==> src/hw/rv_core_defs.svh <==
// Size macros for the RV32I execute path
// Include in any file that sizes ports or storage
`ifndef RV_CORE_DEFS_SVH
`define RV_CORE_DEFS_SVH

// Register and operand width
`define RV_DATA_WIDTH 32

// Register index width, 32 integer registers
`define RV_REG_ADDR_WIDTH 5

// Instruction queue entries
// Also the input credits the sender owns after reset
`define RV_QUEUE_DEPTH 4

// Result records the core may send before credits come back
`define RV_RES_CREDITS 4

`endif

==> src/hw/rv_core_pkg.sv <==
// Shared types of the execute path
// Referenced by scoped name from the decoder, execute stage and top
package rv_core_pkg;

  //////////////////////////////////////////////////
  // ALU operations
  //////////////////////////////////////////////////
  typedef enum logic [3:0] {
    ALU_ADD  = 4'd0,
    ALU_SUB  = 4'd1,
    ALU_SLL  = 4'd2,
    ALU_SLT  = 4'd3,
    ALU_SLTU = 4'd4,
    ALU_XOR  = 4'd5,
    ALU_SRL  = 4'd6,
    ALU_SRA  = 4'd7,
    ALU_OR   = 4'd8,
    ALU_AND  = 4'd9
  } alu_op_e;

  //////////////////////////////////////////////////
  // Major opcodes, instr[6:0]
  //////////////////////////////////////////////////
  // Register-register ALU group
  // Register-immediate ALU group
  // Any other value decodes as illegal
  typedef enum logic [6:0] {
    MAJ_OP     = 7'b0110011,
    MAJ_OP_IMM = 7'b0010011,
    MAJ_OTHER  = 7'b0000000
  } major_op_e;

endpackage

==> src/hw/rv_decoder.sv <==
// Decode stage for OP and OP_IMM, with operand read and bypass
// Purely combinational, the execute register samples its outputs
`timescale 1ns/1ps
`include "rv_core_defs.svh"

module rv_decoder (
  input  logic                          issue_valid_i,
  input  logic [31:0]                   issue_instr_i,
  // Register file reads
  output logic [`RV_REG_ADDR_WIDTH-1:0] rpa_addr_o,
  input  logic [`RV_DATA_WIDTH-1:0]     rpa_data_i,
  output logic [`RV_REG_ADDR_WIDTH-1:0] rpb_addr_o,
  input  logic [`RV_DATA_WIDTH-1:0]     rpb_data_i,
  // Bypass from execute and writeback
  input  logic [`RV_REG_ADDR_WIDTH-1:0] ex_fwd_rd_i,
  input  logic                          ex_fwd_we_i,
  input  logic [`RV_DATA_WIDTH-1:0]     ex_fwd_data_i,
  input  logic [`RV_REG_ADDR_WIDTH-1:0] wb_fwd_rd_i,
  input  logic                          wb_fwd_we_i,
  input  logic [`RV_DATA_WIDTH-1:0]     wb_fwd_data_i,
  // Decoded instruction
  output logic                          dec_valid_o,
  output logic [`RV_REG_ADDR_WIDTH-1:0] dec_rd_o,
  output logic                          dec_we_o,
  output rv_core_pkg::alu_op_e          dec_op_o,
  output logic [`RV_DATA_WIDTH-1:0]     dec_a_o,
  output logic [`RV_DATA_WIDTH-1:0]     dec_b_o,
  output logic                          dec_illegal_o
);

  localparam int DW      = `RV_DATA_WIDTH;
  localparam int AW      = `RV_REG_ADDR_WIDTH;
  localparam int SHAMT_W = $clog2(DW);

  logic [AW-1:0]        rs1;
  logic [AW-1:0]        rs2;
  logic [2:0]           funct3;
  logic [6:0]           funct7;
  logic [DW-1:0]        imm;
  logic                 use_imm;
  logic                 illegal;
  rv_core_pkg::alu_op_e op;

  // funct3 to ALU op, alt selects SUB and SRA
  function automatic rv_core_pkg::alu_op_e f3_op(input logic [2:0] f3, input logic alt);
    case (f3)
      3'b000:  return alt ? rv_core_pkg::ALU_SUB : rv_core_pkg::ALU_ADD;
      3'b001:  return rv_core_pkg::ALU_SLL;
      3'b010:  return rv_core_pkg::ALU_SLT;
      3'b011:  return rv_core_pkg::ALU_SLTU;
      3'b100:  return rv_core_pkg::ALU_XOR;
      3'b101:  return alt ? rv_core_pkg::ALU_SRA : rv_core_pkg::ALU_SRL;
      3'b110:  return rv_core_pkg::ALU_OR;
      default: return rv_core_pkg::ALU_AND;
    endcase
  endfunction

  // Youngest producer wins, x0 never bypassed
  function automatic logic [DW-1:0] bypass(input logic [AW-1:0] src, input logic [DW-1:0] rf);
    if ((src != '0) && ex_fwd_we_i && (ex_fwd_rd_i == src)) begin
      return ex_fwd_data_i;
    end
    if ((src != '0) && wb_fwd_we_i && (wb_fwd_rd_i == src)) begin
      return wb_fwd_data_i;
    end
    return rf;
  endfunction

  // Fixed RV32 field positions
  assign rs1        = issue_instr_i[15 +: AW];
  assign rs2        = issue_instr_i[20 +: AW];
  assign funct3     = issue_instr_i[14:12];
  assign funct7     = issue_instr_i[31:25];
  assign rpa_addr_o = rs1;
  assign rpb_addr_o = rs2;

  always_comb begin
    op      = rv_core_pkg::ALU_ADD;
    use_imm = 1'b0;
    illegal = 1'b0;
    // I-type immediate, sign extended
    imm     = {{(DW-12){issue_instr_i[31]}}, issue_instr_i[31:20]};
    case (rv_core_pkg::major_op_e'(issue_instr_i[6:0]))
      rv_core_pkg::MAJ_OP: begin
        op = f3_op(funct3, funct7[5]);
        // 0100000 only on SUB and SRA
        if (funct7 == 7'b0100000) begin
          illegal = (funct3 != 3'b000) && (funct3 != 3'b101);
        end else begin
          illegal = (funct7 != 7'b0000000);
        end
      end
      rv_core_pkg::MAJ_OP_IMM: begin
        use_imm = 1'b1;
        op      = f3_op(funct3, (funct3 == 3'b101) && funct7[5]);
        // Shifts take shamt and restrict funct7
        if (funct3 == 3'b001) begin
          imm     = DW'(issue_instr_i[20 +: SHAMT_W]);
          illegal = (funct7 != 7'b0000000);
        end else if (funct3 == 3'b101) begin
          imm     = DW'(issue_instr_i[20 +: SHAMT_W]);
          illegal = (funct7 != 7'b0000000) && (funct7 != 7'b0100000);
        end
      end
      default: illegal = 1'b1;
    endcase
  end

  // Illegal ops become ADD 0+0, reported with zero data and no write
  assign dec_valid_o   = issue_valid_i;
  assign dec_rd_o      = issue_instr_i[7 +: AW];
  assign dec_we_o      = issue_valid_i && !illegal;
  assign dec_illegal_o = issue_valid_i && illegal;
  assign dec_op_o      = illegal ? rv_core_pkg::ALU_ADD : op;
  assign dec_a_o       = illegal ? '0 : bypass(rs1, rpa_data_i);
  assign dec_b_o       = illegal ? '0 : (use_imm ? imm : bypass(rs2, rpb_data_i));

endmodule

==> src/hw/rv_exec_top.sv <==
// Top of the RV32I integer execute path
// Credit-controlled instruction input and result output
`timescale 1ns/1ps
`include "rv_core_defs.svh"

module rv_exec_top (
  input  logic                          clk_i,
  input  logic                          rstn_i,
  // Instruction stream
  input  logic                          instr_valid_i,
  input  logic [31:0]                   instr_i,
  output logic                          instr_credit_o,
  // Result stream
  output logic                          res_valid_o,
  output logic [`RV_REG_ADDR_WIDTH-1:0] res_rd_o,
  output logic [`RV_DATA_WIDTH-1:0]     res_data_o,
  output logic                          res_illegal_o,
  input  logic                          res_credit_i
);

  // Queue to decoder
  logic                          issue_valid;
  logic [31:0]                   issue_instr;
  // Register file reads
  logic [`RV_REG_ADDR_WIDTH-1:0] rpa_addr;
  logic [`RV_DATA_WIDTH-1:0]     rpa_data;
  logic [`RV_REG_ADDR_WIDTH-1:0] rpb_addr;
  logic [`RV_DATA_WIDTH-1:0]     rpb_data;
  // Decoder to execute
  logic                          dec_valid;
  logic [`RV_REG_ADDR_WIDTH-1:0] dec_rd;
  logic                          dec_we;
  rv_core_pkg::alu_op_e          dec_op;
  logic [`RV_DATA_WIDTH-1:0]     dec_a;
  logic [`RV_DATA_WIDTH-1:0]     dec_b;
  logic                          dec_illegal;
  // Bypass, writeback doubles as register file write
  logic [`RV_REG_ADDR_WIDTH-1:0] ex_rd;
  logic                          ex_we;
  logic [`RV_DATA_WIDTH-1:0]     ex_data;
  logic [`RV_REG_ADDR_WIDTH-1:0] wb_rd;
  logic                          wb_we;
  logic [`RV_DATA_WIDTH-1:0]     wb_data;

  rv_issue_queue u_queue (
    .clk_i, .rstn_i, .instr_valid_i, .instr_i, .instr_credit_o, .res_credit_i,
    .issue_valid_o (issue_valid),
    .issue_instr_o (issue_instr)
  );

  rv_decoder u_decoder (
    .issue_valid_i (issue_valid), .issue_instr_i (issue_instr),
    .rpa_addr_o    (rpa_addr),    .rpa_data_i    (rpa_data),
    .rpb_addr_o    (rpb_addr),    .rpb_data_i    (rpb_data),
    .ex_fwd_rd_i   (ex_rd),       .ex_fwd_we_i   (ex_we),   .ex_fwd_data_i (ex_data),
    .wb_fwd_rd_i   (wb_rd),       .wb_fwd_we_i   (wb_we),   .wb_fwd_data_i (wb_data),
    .dec_valid_o   (dec_valid),   .dec_rd_o      (dec_rd),  .dec_we_o      (dec_we),
    .dec_op_o      (dec_op),      .dec_a_o       (dec_a),   .dec_b_o       (dec_b),
    .dec_illegal_o (dec_illegal)
  );

  rv_regfile u_regfile (
    .clk_i, .rstn_i,
    .rpa_addr_i (rpa_addr), .rpa_data_o (rpa_data),
    .rpb_addr_i (rpb_addr), .rpb_data_o (rpb_data),
    .wpc_addr_i (wb_rd),    .wpc_data_i (wb_data),  .wpc_we_i (wb_we)
  );

  rv_execute u_execute (
    .clk_i, .rstn_i,
    .dec_valid_i   (dec_valid), .dec_rd_i      (dec_rd),  .dec_we_i      (dec_we),
    .dec_op_i      (dec_op),    .dec_a_i       (dec_a),   .dec_b_i       (dec_b),
    .dec_illegal_i (dec_illegal),
    .ex_fwd_rd_o   (ex_rd),     .ex_fwd_we_o   (ex_we),   .ex_fwd_data_o (ex_data),
    .wb_fwd_rd_o   (wb_rd),     .wb_fwd_we_o   (wb_we),   .wb_fwd_data_o (wb_data),
    .res_valid_o, .res_rd_o, .res_data_o, .res_illegal_o
  );

endmodule

==> src/hw/rv_execute.sv <==
// Execute and writeback stages with the ALU between them
// Writeback drives both the register file write and the result record
`timescale 1ns/1ps
`include "rv_core_defs.svh"

module rv_execute (
  input  logic                          clk_i,
  input  logic                          rstn_i,
  // From the decoder
  input  logic                          dec_valid_i,
  input  logic [`RV_REG_ADDR_WIDTH-1:0] dec_rd_i,
  input  logic                          dec_we_i,
  input  rv_core_pkg::alu_op_e          dec_op_i,
  input  logic [`RV_DATA_WIDTH-1:0]     dec_a_i,
  input  logic [`RV_DATA_WIDTH-1:0]     dec_b_i,
  input  logic                          dec_illegal_i,
  // Bypass back to the decoder
  output logic [`RV_REG_ADDR_WIDTH-1:0] ex_fwd_rd_o,
  output logic                          ex_fwd_we_o,
  output logic [`RV_DATA_WIDTH-1:0]     ex_fwd_data_o,
  // Also the register file write port
  output logic [`RV_REG_ADDR_WIDTH-1:0] wb_fwd_rd_o,
  output logic                          wb_fwd_we_o,
  output logic [`RV_DATA_WIDTH-1:0]     wb_fwd_data_o,
  // Result record
  output logic                          res_valid_o,
  output logic [`RV_REG_ADDR_WIDTH-1:0] res_rd_o,
  output logic [`RV_DATA_WIDTH-1:0]     res_data_o,
  output logic                          res_illegal_o
);

  localparam int SHAMT_W = $clog2(`RV_DATA_WIDTH);

  logic                          ex_valid;
  logic [`RV_REG_ADDR_WIDTH-1:0] ex_rd;
  logic                          ex_we;
  rv_core_pkg::alu_op_e          ex_op;
  logic [`RV_DATA_WIDTH-1:0]     ex_a;
  logic [`RV_DATA_WIDTH-1:0]     ex_b;
  logic                          ex_illegal;
  logic [`RV_DATA_WIDTH-1:0]     alu_res;
  logic [SHAMT_W-1:0]            shamt;
  logic                          wb_valid;
  logic [`RV_REG_ADDR_WIDTH-1:0] wb_rd;
  logic                          wb_we;
  logic [`RV_DATA_WIDTH-1:0]     wb_data;
  logic                          wb_illegal;

  //////////////////////////////////////////////////
  // Execute register, loads at the end of D
  //////////////////////////////////////////////////
  always_ff @(posedge clk_i) begin
    if (!rstn_i) begin
      ex_valid <= 1'b0;
    end else begin
      ex_valid <= dec_valid_i;
    end
  end

  always_ff @(posedge clk_i) begin
    ex_rd      <= dec_rd_i;
    ex_we      <= dec_we_i;
    ex_op      <= dec_op_i;
    ex_a       <= dec_a_i;
    ex_b       <= dec_b_i;
    ex_illegal <= dec_illegal_i;
  end

  //////////////////////////////////////////////////
  // ALU
  //////////////////////////////////////////////////
  // Shifts use the low bits of operand b only
  assign shamt = ex_b[SHAMT_W-1:0];

  always_comb begin
    case (ex_op)
      rv_core_pkg::ALU_SUB:  alu_res = ex_a - ex_b;
      rv_core_pkg::ALU_SLL:  alu_res = ex_a << shamt;
      rv_core_pkg::ALU_SLT:  alu_res = `RV_DATA_WIDTH'($signed(ex_a) < $signed(ex_b));
      rv_core_pkg::ALU_SLTU: alu_res = `RV_DATA_WIDTH'(ex_a < ex_b);
      rv_core_pkg::ALU_XOR:  alu_res = ex_a ^ ex_b;
      rv_core_pkg::ALU_SRL:  alu_res = ex_a >> shamt;
      rv_core_pkg::ALU_SRA:  alu_res = $unsigned($signed(ex_a) >>> shamt);
      rv_core_pkg::ALU_OR:   alu_res = ex_a | ex_b;
      rv_core_pkg::ALU_AND:  alu_res = ex_a & ex_b;
      default:               alu_res = ex_a + ex_b;
    endcase
  end

  // Execute-stage bypass
  assign ex_fwd_rd_o   = ex_rd;
  assign ex_fwd_we_o   = ex_valid && ex_we;
  assign ex_fwd_data_o = alu_res;

  //////////////////////////////////////////////////
  // Writeback register, loads at the end of D+1
  //////////////////////////////////////////////////
  always_ff @(posedge clk_i) begin
    if (!rstn_i) begin
      wb_valid <= 1'b0;
    end else begin
      wb_valid <= ex_valid;
    end
  end

  always_ff @(posedge clk_i) begin
    wb_rd      <= ex_rd;
    wb_we      <= ex_we;
    wb_data    <= alu_res;
    wb_illegal <= ex_illegal;
  end

  // Register file write takes effect at the end of D+2
  assign wb_fwd_rd_o   = wb_rd;
  assign wb_fwd_we_o   = wb_valid && wb_we;
  assign wb_fwd_data_o = wb_data;

  // One record per instruction, slot was reserved at issue
  assign res_valid_o   = wb_valid;
  assign res_rd_o      = wb_rd;
  assign res_data_o    = wb_data;
  assign res_illegal_o = wb_valid && wb_illegal;

endmodule

==> src/hw/rv_issue_queue.sv <==
// Credit-controlled instruction queue feeding the decoder
// Also holds the result credit count that gates issue
`timescale 1ns/1ps
`include "rv_core_defs.svh"

module rv_issue_queue (
  input  logic        clk_i,
  input  logic        rstn_i,
  // Instruction stream from the sender
  input  logic        instr_valid_i,
  input  logic [31:0] instr_i,
  output logic        instr_credit_o,
  // Result credits from the consumer
  input  logic        res_credit_i,
  // Issue to the decoder
  output logic        issue_valid_o,
  output logic [31:0] issue_instr_o
);

  localparam int PTR_W = (`RV_QUEUE_DEPTH > 1) ? $clog2(`RV_QUEUE_DEPTH) : 1;
  localparam int CNT_W = $clog2(`RV_QUEUE_DEPTH + 1);
  localparam int CRD_W = $clog2(`RV_RES_CREDITS + 1);

  logic [31:0]      mem [`RV_QUEUE_DEPTH];
  logic [PTR_W-1:0] wr_ptr;
  logic [PTR_W-1:0] rd_ptr;
  logic [CNT_W-1:0] count;
  logic [CRD_W-1:0] res_cnt;
  logic             issue;

  // Circular pointer advance with explicit wrap
  function automatic logic [PTR_W-1:0] next_ptr(input logic [PTR_W-1:0] ptr);
    if (ptr == PTR_W'(`RV_QUEUE_DEPTH - 1)) begin
      return '0;
    end
    return ptr + 1'b1;
  endfunction

  // Need an entry plus a free result slot
  assign issue          = (count != '0) && (res_cnt != '0);
  assign issue_valid_o  = issue;
  assign issue_instr_o  = mem[rd_ptr];
  // Entry leaves the queue, its slot goes back to the sender
  assign instr_credit_o = issue;

  // Entry storage
  always_ff @(posedge clk_i) begin
    if (instr_valid_i) begin
      mem[wr_ptr] <= instr_i;
    end
  end

  // Pointers and occupancy
  // Sender never overruns, it only sends with a credit in hand
  always_ff @(posedge clk_i) begin
    if (!rstn_i) begin
      wr_ptr <= '0;
      rd_ptr <= '0;
      count  <= '0;
    end else begin
      if (instr_valid_i) begin
        wr_ptr <= next_ptr(wr_ptr);
      end
      if (issue) begin
        rd_ptr <= next_ptr(rd_ptr);
      end
      count <= count + CNT_W'(instr_valid_i) - CNT_W'(issue);
    end
  end

  // Result credits, spent on issue and returned by the consumer
  always_ff @(posedge clk_i) begin
    if (!rstn_i) begin
      res_cnt <= CRD_W'(`RV_RES_CREDITS);
    end else begin
      res_cnt <= res_cnt - CRD_W'(issue) + CRD_W'(res_credit_i);
    end
  end

endmodule

==> src/hw/rv_regfile.sv <==
// Integer register file, two combinational reads and one write
// x0 is hardwired to zero by dropping writes to it
`timescale 1ns/1ps
`include "rv_core_defs.svh"

module rv_regfile (
  input  logic                          clk_i,
  input  logic                          rstn_i,
  // Read port A
  input  logic [`RV_REG_ADDR_WIDTH-1:0] rpa_addr_i,
  output logic [`RV_DATA_WIDTH-1:0]     rpa_data_o,
  // Read port B
  input  logic [`RV_REG_ADDR_WIDTH-1:0] rpb_addr_i,
  output logic [`RV_DATA_WIDTH-1:0]     rpb_data_o,
  // Write port C
  input  logic [`RV_REG_ADDR_WIDTH-1:0] wpc_addr_i,
  input  logic [`RV_DATA_WIDTH-1:0]     wpc_data_i,
  input  logic                          wpc_we_i
);

  localparam int NUM_REGS = 1 << `RV_REG_ADDR_WIDTH;

  // x0..x31
  logic [`RV_DATA_WIDTH-1:0] regs [NUM_REGS];

  // Whole array cleared on reset, x0 never written afterwards
  always_ff @(posedge clk_i) begin
    if (!rstn_i) begin
      for (int i = 0; i < NUM_REGS; i++) begin
        regs[i] <= '0;
      end
    end else if (wpc_we_i && (wpc_addr_i != '0)) begin
      regs[wpc_addr_i] <= wpc_data_i;
    end
  end

  // Plain array reads, same-cycle writes are covered by decoder bypass
  assign rpa_data_o = regs[rpa_addr_i];
  assign rpb_data_o = regs[rpb_addr_i];

endmodule

==> config.mk <==
export PLATFORM = sky130hd
export DESIGN_NAME = rv_exec_top
export DESIGN_NICKNAME = d
export VERILOG_FILES = /design/src/hw/rv_core_pkg.sv /design/src/hw/rv_decoder.sv /design/src/hw/rv_exec_top.sv /design/src/hw/rv_execute.sv /design/src/hw/rv_issue_queue.sv /design/src/hw/rv_regfile.sv
export VERILOG_INCLUDE_DIRS = /design/src /design/src/hw
export SDC_FILE = /design/constraint.sdc
export NUM_CORES = 2
export LEC_CHECK = 0
export BUFFER_PORTS_ARGS = -buffer_cell sky130_fd_sc_hd__clkbuf_2
export CORE_MARGIN = 10
export CORE_UTILIZATION = 60
export CTS_CLUSTER_SIZE = 14
export DETAILED_ROUTE_END_ITERATION = 8
export GPL_ROUTABILITY_DRIVEN = 0
export PLACE_DENSITY = 0.76
export SYNTH_ARGS = -nofsm -noshare
export SYNTH_HDL_FRONTEND = slang
export SYNTH_HIERARCHICAL = 1
export SYNTH_SLANG_ARGS = --single-unit
==> constraint.sdc <==
create_clock -name clk_i -period 13.25 [get_ports clk_i]
set_clock_uncertainty 0.05 [all_clocks]
set_input_delay 2.65 -clock clk_i [delete_from_list [all_inputs] [get_ports clk_i]]
set_output_delay 2.65 -clock clk_i [all_outputs]
set_load 0.01 [all_outputs]
# After elaboration in Yosys (flattened, before gate mapping)

Memory sizes are Yosys's and may differ from the RTL's. A register that Yosys moved wholly into a read port is not among the register bits.
Index checks and enable logic that the tools add are counted.

Memory bits (read-only): 0
RAM bits: 1152
Output and inout bits: 40
Input bits: 36
Bits in latches: 0
Register bits: 126
Memories: 2

$add $sub $neg: 8
Magnitude comparators: 2
Bitwise gates (word level): 3
Reductions and logical operators: 28
Muxes and demuxes: 52
Shifts and indexed selects: 3
Multiply operators: 0
Divide/modulo/power cells: 0
Eq/ne operators: 26

Memories:

| name           | depth | bits a word | read ports | clocked after Yosys merged registers in | write ports | line                 | source |
|---|---|---|---|---|---|---|---|
| u_regfile.regs | 32    | 32          | 2          | 0                                       | 32          | rv_regfile.sv:24     | `` logic [`RV_DATA_WIDTH-1:0] regs [NUM_REGS]; `` |
| u_queue.mem    | 4     | 32          | 1          | 1                                       | 1           | rv_issue_queue.sv:24 | `` logic [31:0] mem [`RV_QUEUE_DEPTH]; `` |

Operators with widths:

| kind               | number |
|---|---|
| $mux 32            | 13 |
| $pmux 32 s9        | 1 |
| $lt 32x32->1       | 2 |
| $pmux 4 s7         | 2 |
| $add 32x32->32     | 1 |
| $and 32x32->32     | 1 |
| $or 32x32->32      | 1 |
| $reduce_or 32->1   | 1 |
| $shl 32x5->32      | 1 |
| $shr 32x5->32      | 1 |
| $sshr 32x5->32     | 1 |
| $sub 32x32->32     | 1 |
| $xor 32x32->32     | 1 |
| $mux 1             | 27 |
| $eq 5x5->1         | 4 |
| $logic_and 1x1->1  | 18 |
| $eq 4x3->1 const B | 4 |
| $reduce_bool 5->1  | 3 |
| $eq 7x6->1 const B | 2 |
| $mux 2             | 6 |
| $eq 3x3->1 const B | 3 |
| $reduce_bool 3->1  | 3 |
| $eq 4x2->1 const B | 2 |
| $eq 4x4->1 const B | 2 |
| 16 further kinds   | 21 |

# Depth between registers and ports, before layout

Depth after elaboration: 8
Gate-level depth with buffers: 19
Mapped depth without buffers: 15

# Cells and area by module

Netlist, hierarchy kept.

By module, submodules not included:

| module         | cells an instance | instances | area an instance (µm²) |
|---|---|---|---|
| rv_regfile     | 4609              | 1         | 55715.9 |
| rv_execute     | 1460              | 1         | 11559.8 |
| rv_issue_queue | 232               | 1         | 5295.1 |
| rv_decoder     | 367               | 1         | 2438.6 |

# Worst setup path before layout

Ideal clock, no wire load.

Path type: input port to flip-flop
From: input port rstn_i
To: memory u_regfile/regs[24][0] (netlist name) (enable)
Stages on the path: 4
Setup slack: 7.193 ns
Data arrival time: 5.541 ns
Required time: 12.734 ns
Path through: nand2_1 or3_4 buf_6 o21ai_0

RTL lines:

| item            | line             | source |
|---|---|---|
| start, declared | rv_exec_top.sv:8 | `input logic rstn_i,` |
| end, declared   | rv_regfile.sv:24 |  |

==> run_results.csv <==
group,metric,value,unit
synth,yosysUniqueCellTypes,105,
clock_network,numClockSinks,1280,
routing,wl,252,mm
timing,max-slew-margin-rel,0.0626,
timing,hold_viol,0,
timing,setup_tns,0,ns
timing,worstMarginPinSlew,1.40,ns
synth,ys_dominant_reg_cell,"edfxtp_1",
clock_network,htree_levels,4,
place,placed_cells,7901,
clock_network,cts_buffers,136,
setup_path,crit_type,"register to register",
routing,wl_per_cell,31.0,um
setup_path,cp_data_arrival_time,6.52,ns
global_route,antenna_found_initial,5,
floorplanning,initial_core_util,0.605,
clock_network,ctsLongestPathBuffers,3,
hold_path,min_path_type,"register to register",
final_layout,nets,6546,
setup_path,critPathCaptureType,"register",
final_layout,final_common_cell,"edfxtp_1",
floorplanning,fp.dieArea,0.140,mm^2
synth,async_flop_share,0,
clock_network,cts_resized,0,
synth,ys_seq_area_frac,0.495,
floorplanning,coreArea,0.124,mm^2
status,violations,"design-rule violations",
global_route,grt_pass1_vias,55200,
setup_path,cp-start-kind,"register",
timing,setup_violations,0,
floorplanning,die_h,374,um
routing,drt_first_pass_iters,9,
floorplanning,ios,76,
routing,drt_iter0_markers,8968,
final_layout,drive_above_1_share,0.0979,
status,outcome,"complete, but fails checks",
clock_network,cts_hold_buffers,0,
final_layout,final_cell_mix,"edfxtp_1, mux2i_1, and2_1",
place,hpwl,154,mm
pwr,leakagePower,31.0,nW
clock_network,clock-root-buffer,"clkbuf_16",
floorplanning,rows,129,
global_route,grt_use_total,0.347,
timing,whs,0.307,ns
synth,syn_area,0.0750,mm^2
final_layout,final_cells,8147,
timing,grt_setup_unrepaired,"no",
timing,max_freq,169,MHz
place,port_buffers,75,
routing,via_count,57200,
setup_path,crit_fanout,101,
flow_run,maxCapViolCount,0,
synth,synth_edf_count,1152,
global_route,grt_pass1_wl,366,mm
synth,synth-seq-cells,1280,
routing,via_per_inst,7.02,
global_route,grt_overflow,0,
timing,report.final.slew_viol_count,0,
global_route,grt_max_degree,116,
clock_network,postCtsSetupRepairBufs,0,
final_layout,finish.utilization,0.648,
routing,detail-route-antenna-nets,0,
floorplanning,die_w,374,um
timing,fin_crit,5.91,ns
pwr,peakVddDrop,159,uV
timing,period_share,0.446,
synth,post_synth.cell_area_avg,11.2,um^2
clock_network,clk_latency,0.79,ns
routing,drc,2,
synth,yosysWarnings,6,
synth,synth_cells,6668,
final_layout,syn_to_final_growth,7.13,%
clock_network,path_clk_slew,0.06,ns
pwr,power_density,180,mW/mm^2
setup_path,cp.required,13.86,ns
clock_network,cts_tree,"yes",
[cell type report]
| cell class | count | area [um^2] |
|---|---|---|
| Clock inverter | 62 | 503 |
| Inverter | 108 | 405 |
| Antenna cell | 1 | 2.50 |
| Sequential cell | 1280 | 37200 |
| Tap cell | 1637 | 2050 |
| Fill cell | 9410 | 43600 |
| Timing Repair Buffer | 222 | 1610 |
| Clock buffer | 183 | 3800 |
| Multi-Input combinational cell | 4654 | 34800 |
[logic make-up after synthesis]
| family | Yosys count | share of synthesized area |
|---|---|---|
| AND/OR/NAND/NOR | 2076 | 0.152 |
| flip-flops | 1280 | 0.495 |
| AO/OA/AOI/OAI | 1215 | 0.110 |
| multiplexers | 1191 | 0.170 |
| buffers and inverters | 765 | 0.0490 |
| adder cells (fa/ha/maj) | 108 | 0.0184 |
| XOR/XNOR | 32 | 0.00374 |
| other | 1 | 0.0000500 |
[per-layer routing]
| metal | vias to the layer above | GRT usage | part of all wire | wire [um] |
|---|---|---|---|---|
| li1 | 24000 | - | - | - |
| met1 | 27700 | 0.443 | 0.36 | 90400 |
| met2 | 4410 | 0.520 | 0.43 | 109000 |
| met3 | 1039 | 0.0780 | 0.13 | 31600 |
| met4 | 0 | 0.248 | 0.083 | 21000 |
| met5 | - | 0 | 0 | 0 |
[power by group]
part | internal (mW) | switching (mW) | total (mW)
sequential | 4.57 | 0.195 | 4.77
combinational | 2.05 | 3.91 | 5.96
clock | 2.11 | 1.61 | 3.72
[worst max-delay path, stage by stage (launching register included)]
cell and delay, ns:
dfxtp_2 0.51, buf_4 0.50, mux4_4 1.13, buf_12 0.61, buf_4 0.74, mux2i_1 0.27
a22oi_1 0.09, a31oi_1 0.89, nand3_1 0.32, a211oi_1 0.33, o21ai_1 0.11
[Yosys cell counts (14+ instances only)]
cell type | n | area share
nand4_1 | 16 | 0.0013
nand2b_1 | 16 | 0.0013
a211oi_1 | 96 | 0.0096
edfxtp_1 | 1152 | 0.46
mux2_2 | 24 | 0.0036
nand2_1 | 318 | 0.016
buf_6 | 14 | 0.0021
a22o_1 | 129 | 0.015
dfxtp_1 | 128 | 0.034
o31ai_1 | 17 | 0.0017
inv_1 | 100 | 0.0050
a21oi_1 | 311 | 0.021
nor3_1 | 110 | 0.0073
o21ai_0 | 129 | 0.0086
ha_1 | 104 | 0.017
nor2b_1 | 21 | 0.0018
a31oi_1 | 79 | 0.0066
clkbuf_1 | 327 | 0.016
mux2i_1 | 1099 | 0.15
and4_1 | 32 | 0.0037
o21ai_1 | 41 | 0.0027
o221ai_1 | 16 | 0.0019
buf_4 | 126 | 0.013
and2_1 | 1017 | 0.085
nand3_1 | 218 | 0.015
mux4_2 | 64 | 0.019
a221oi_1 | 18 | 0.0021
buf_1 | 44 | 0.0022
clkbuf_2 | 18 | 0.0012
nor2_1 | 229 | 0.011
o211ai_1 | 29 | 0.0029
a22oi_1 | 199 | 0.020
buf_2 | 125 | 0.0083
xnor2_1 | 21 | 0.0025
[final timing paths]
path         slack [ns]                  from                   end  cells past startpoint
max                7.34              register     u_execute/ex_b[7]                     10
min                0.31  u_execute/ex_illegal  u_execute/wb_illegal                      0
max reg2reg        7.34              register     u_execute/ex_b[7]                     10
min reg2reg        0.31  u_execute/ex_illegal  u_execute/wb_illegal                      0
[flip-flops by register name (all words and copies together), names as in the netlist, 2 cells and up, named ones only]
signal / cells
u_queue/rd_ptr: 2
u_queue/mem: 128
u_queue/wr_ptr: 2
u_queue/count: 3
u_execute/res_rd_o: 5
u_regfile/regs: 1024
u_execute/ex_op: 4
u_queue/res_cnt: 3
u_execute/ex_b: 32
u_execute/ex_a: 32
u_execute/res_data_o: 32
u_execute/ex_fwd_rd_o: 5
[metrics by stage]
| stage | instance area [um^2] | setup WS (ns) | power, mW |
|---|---|---|---|
| 2_1_floorplan | 75100 | 7.19 | 8.75 |
| 3_3_place_gp | 76000 | 7.77 | 10.5 |
| 3_5_place_dp | 76100 | 7.72 | 10.5 |
| 4_1_cts | 80400 | 7.70 | 14.2 |
| 5_1_grt | 80400 | 7.20 | 14.8 |
| 6_report | 80400 | 7.34 | 14.4 |
(Power assumes the default switching activity.)
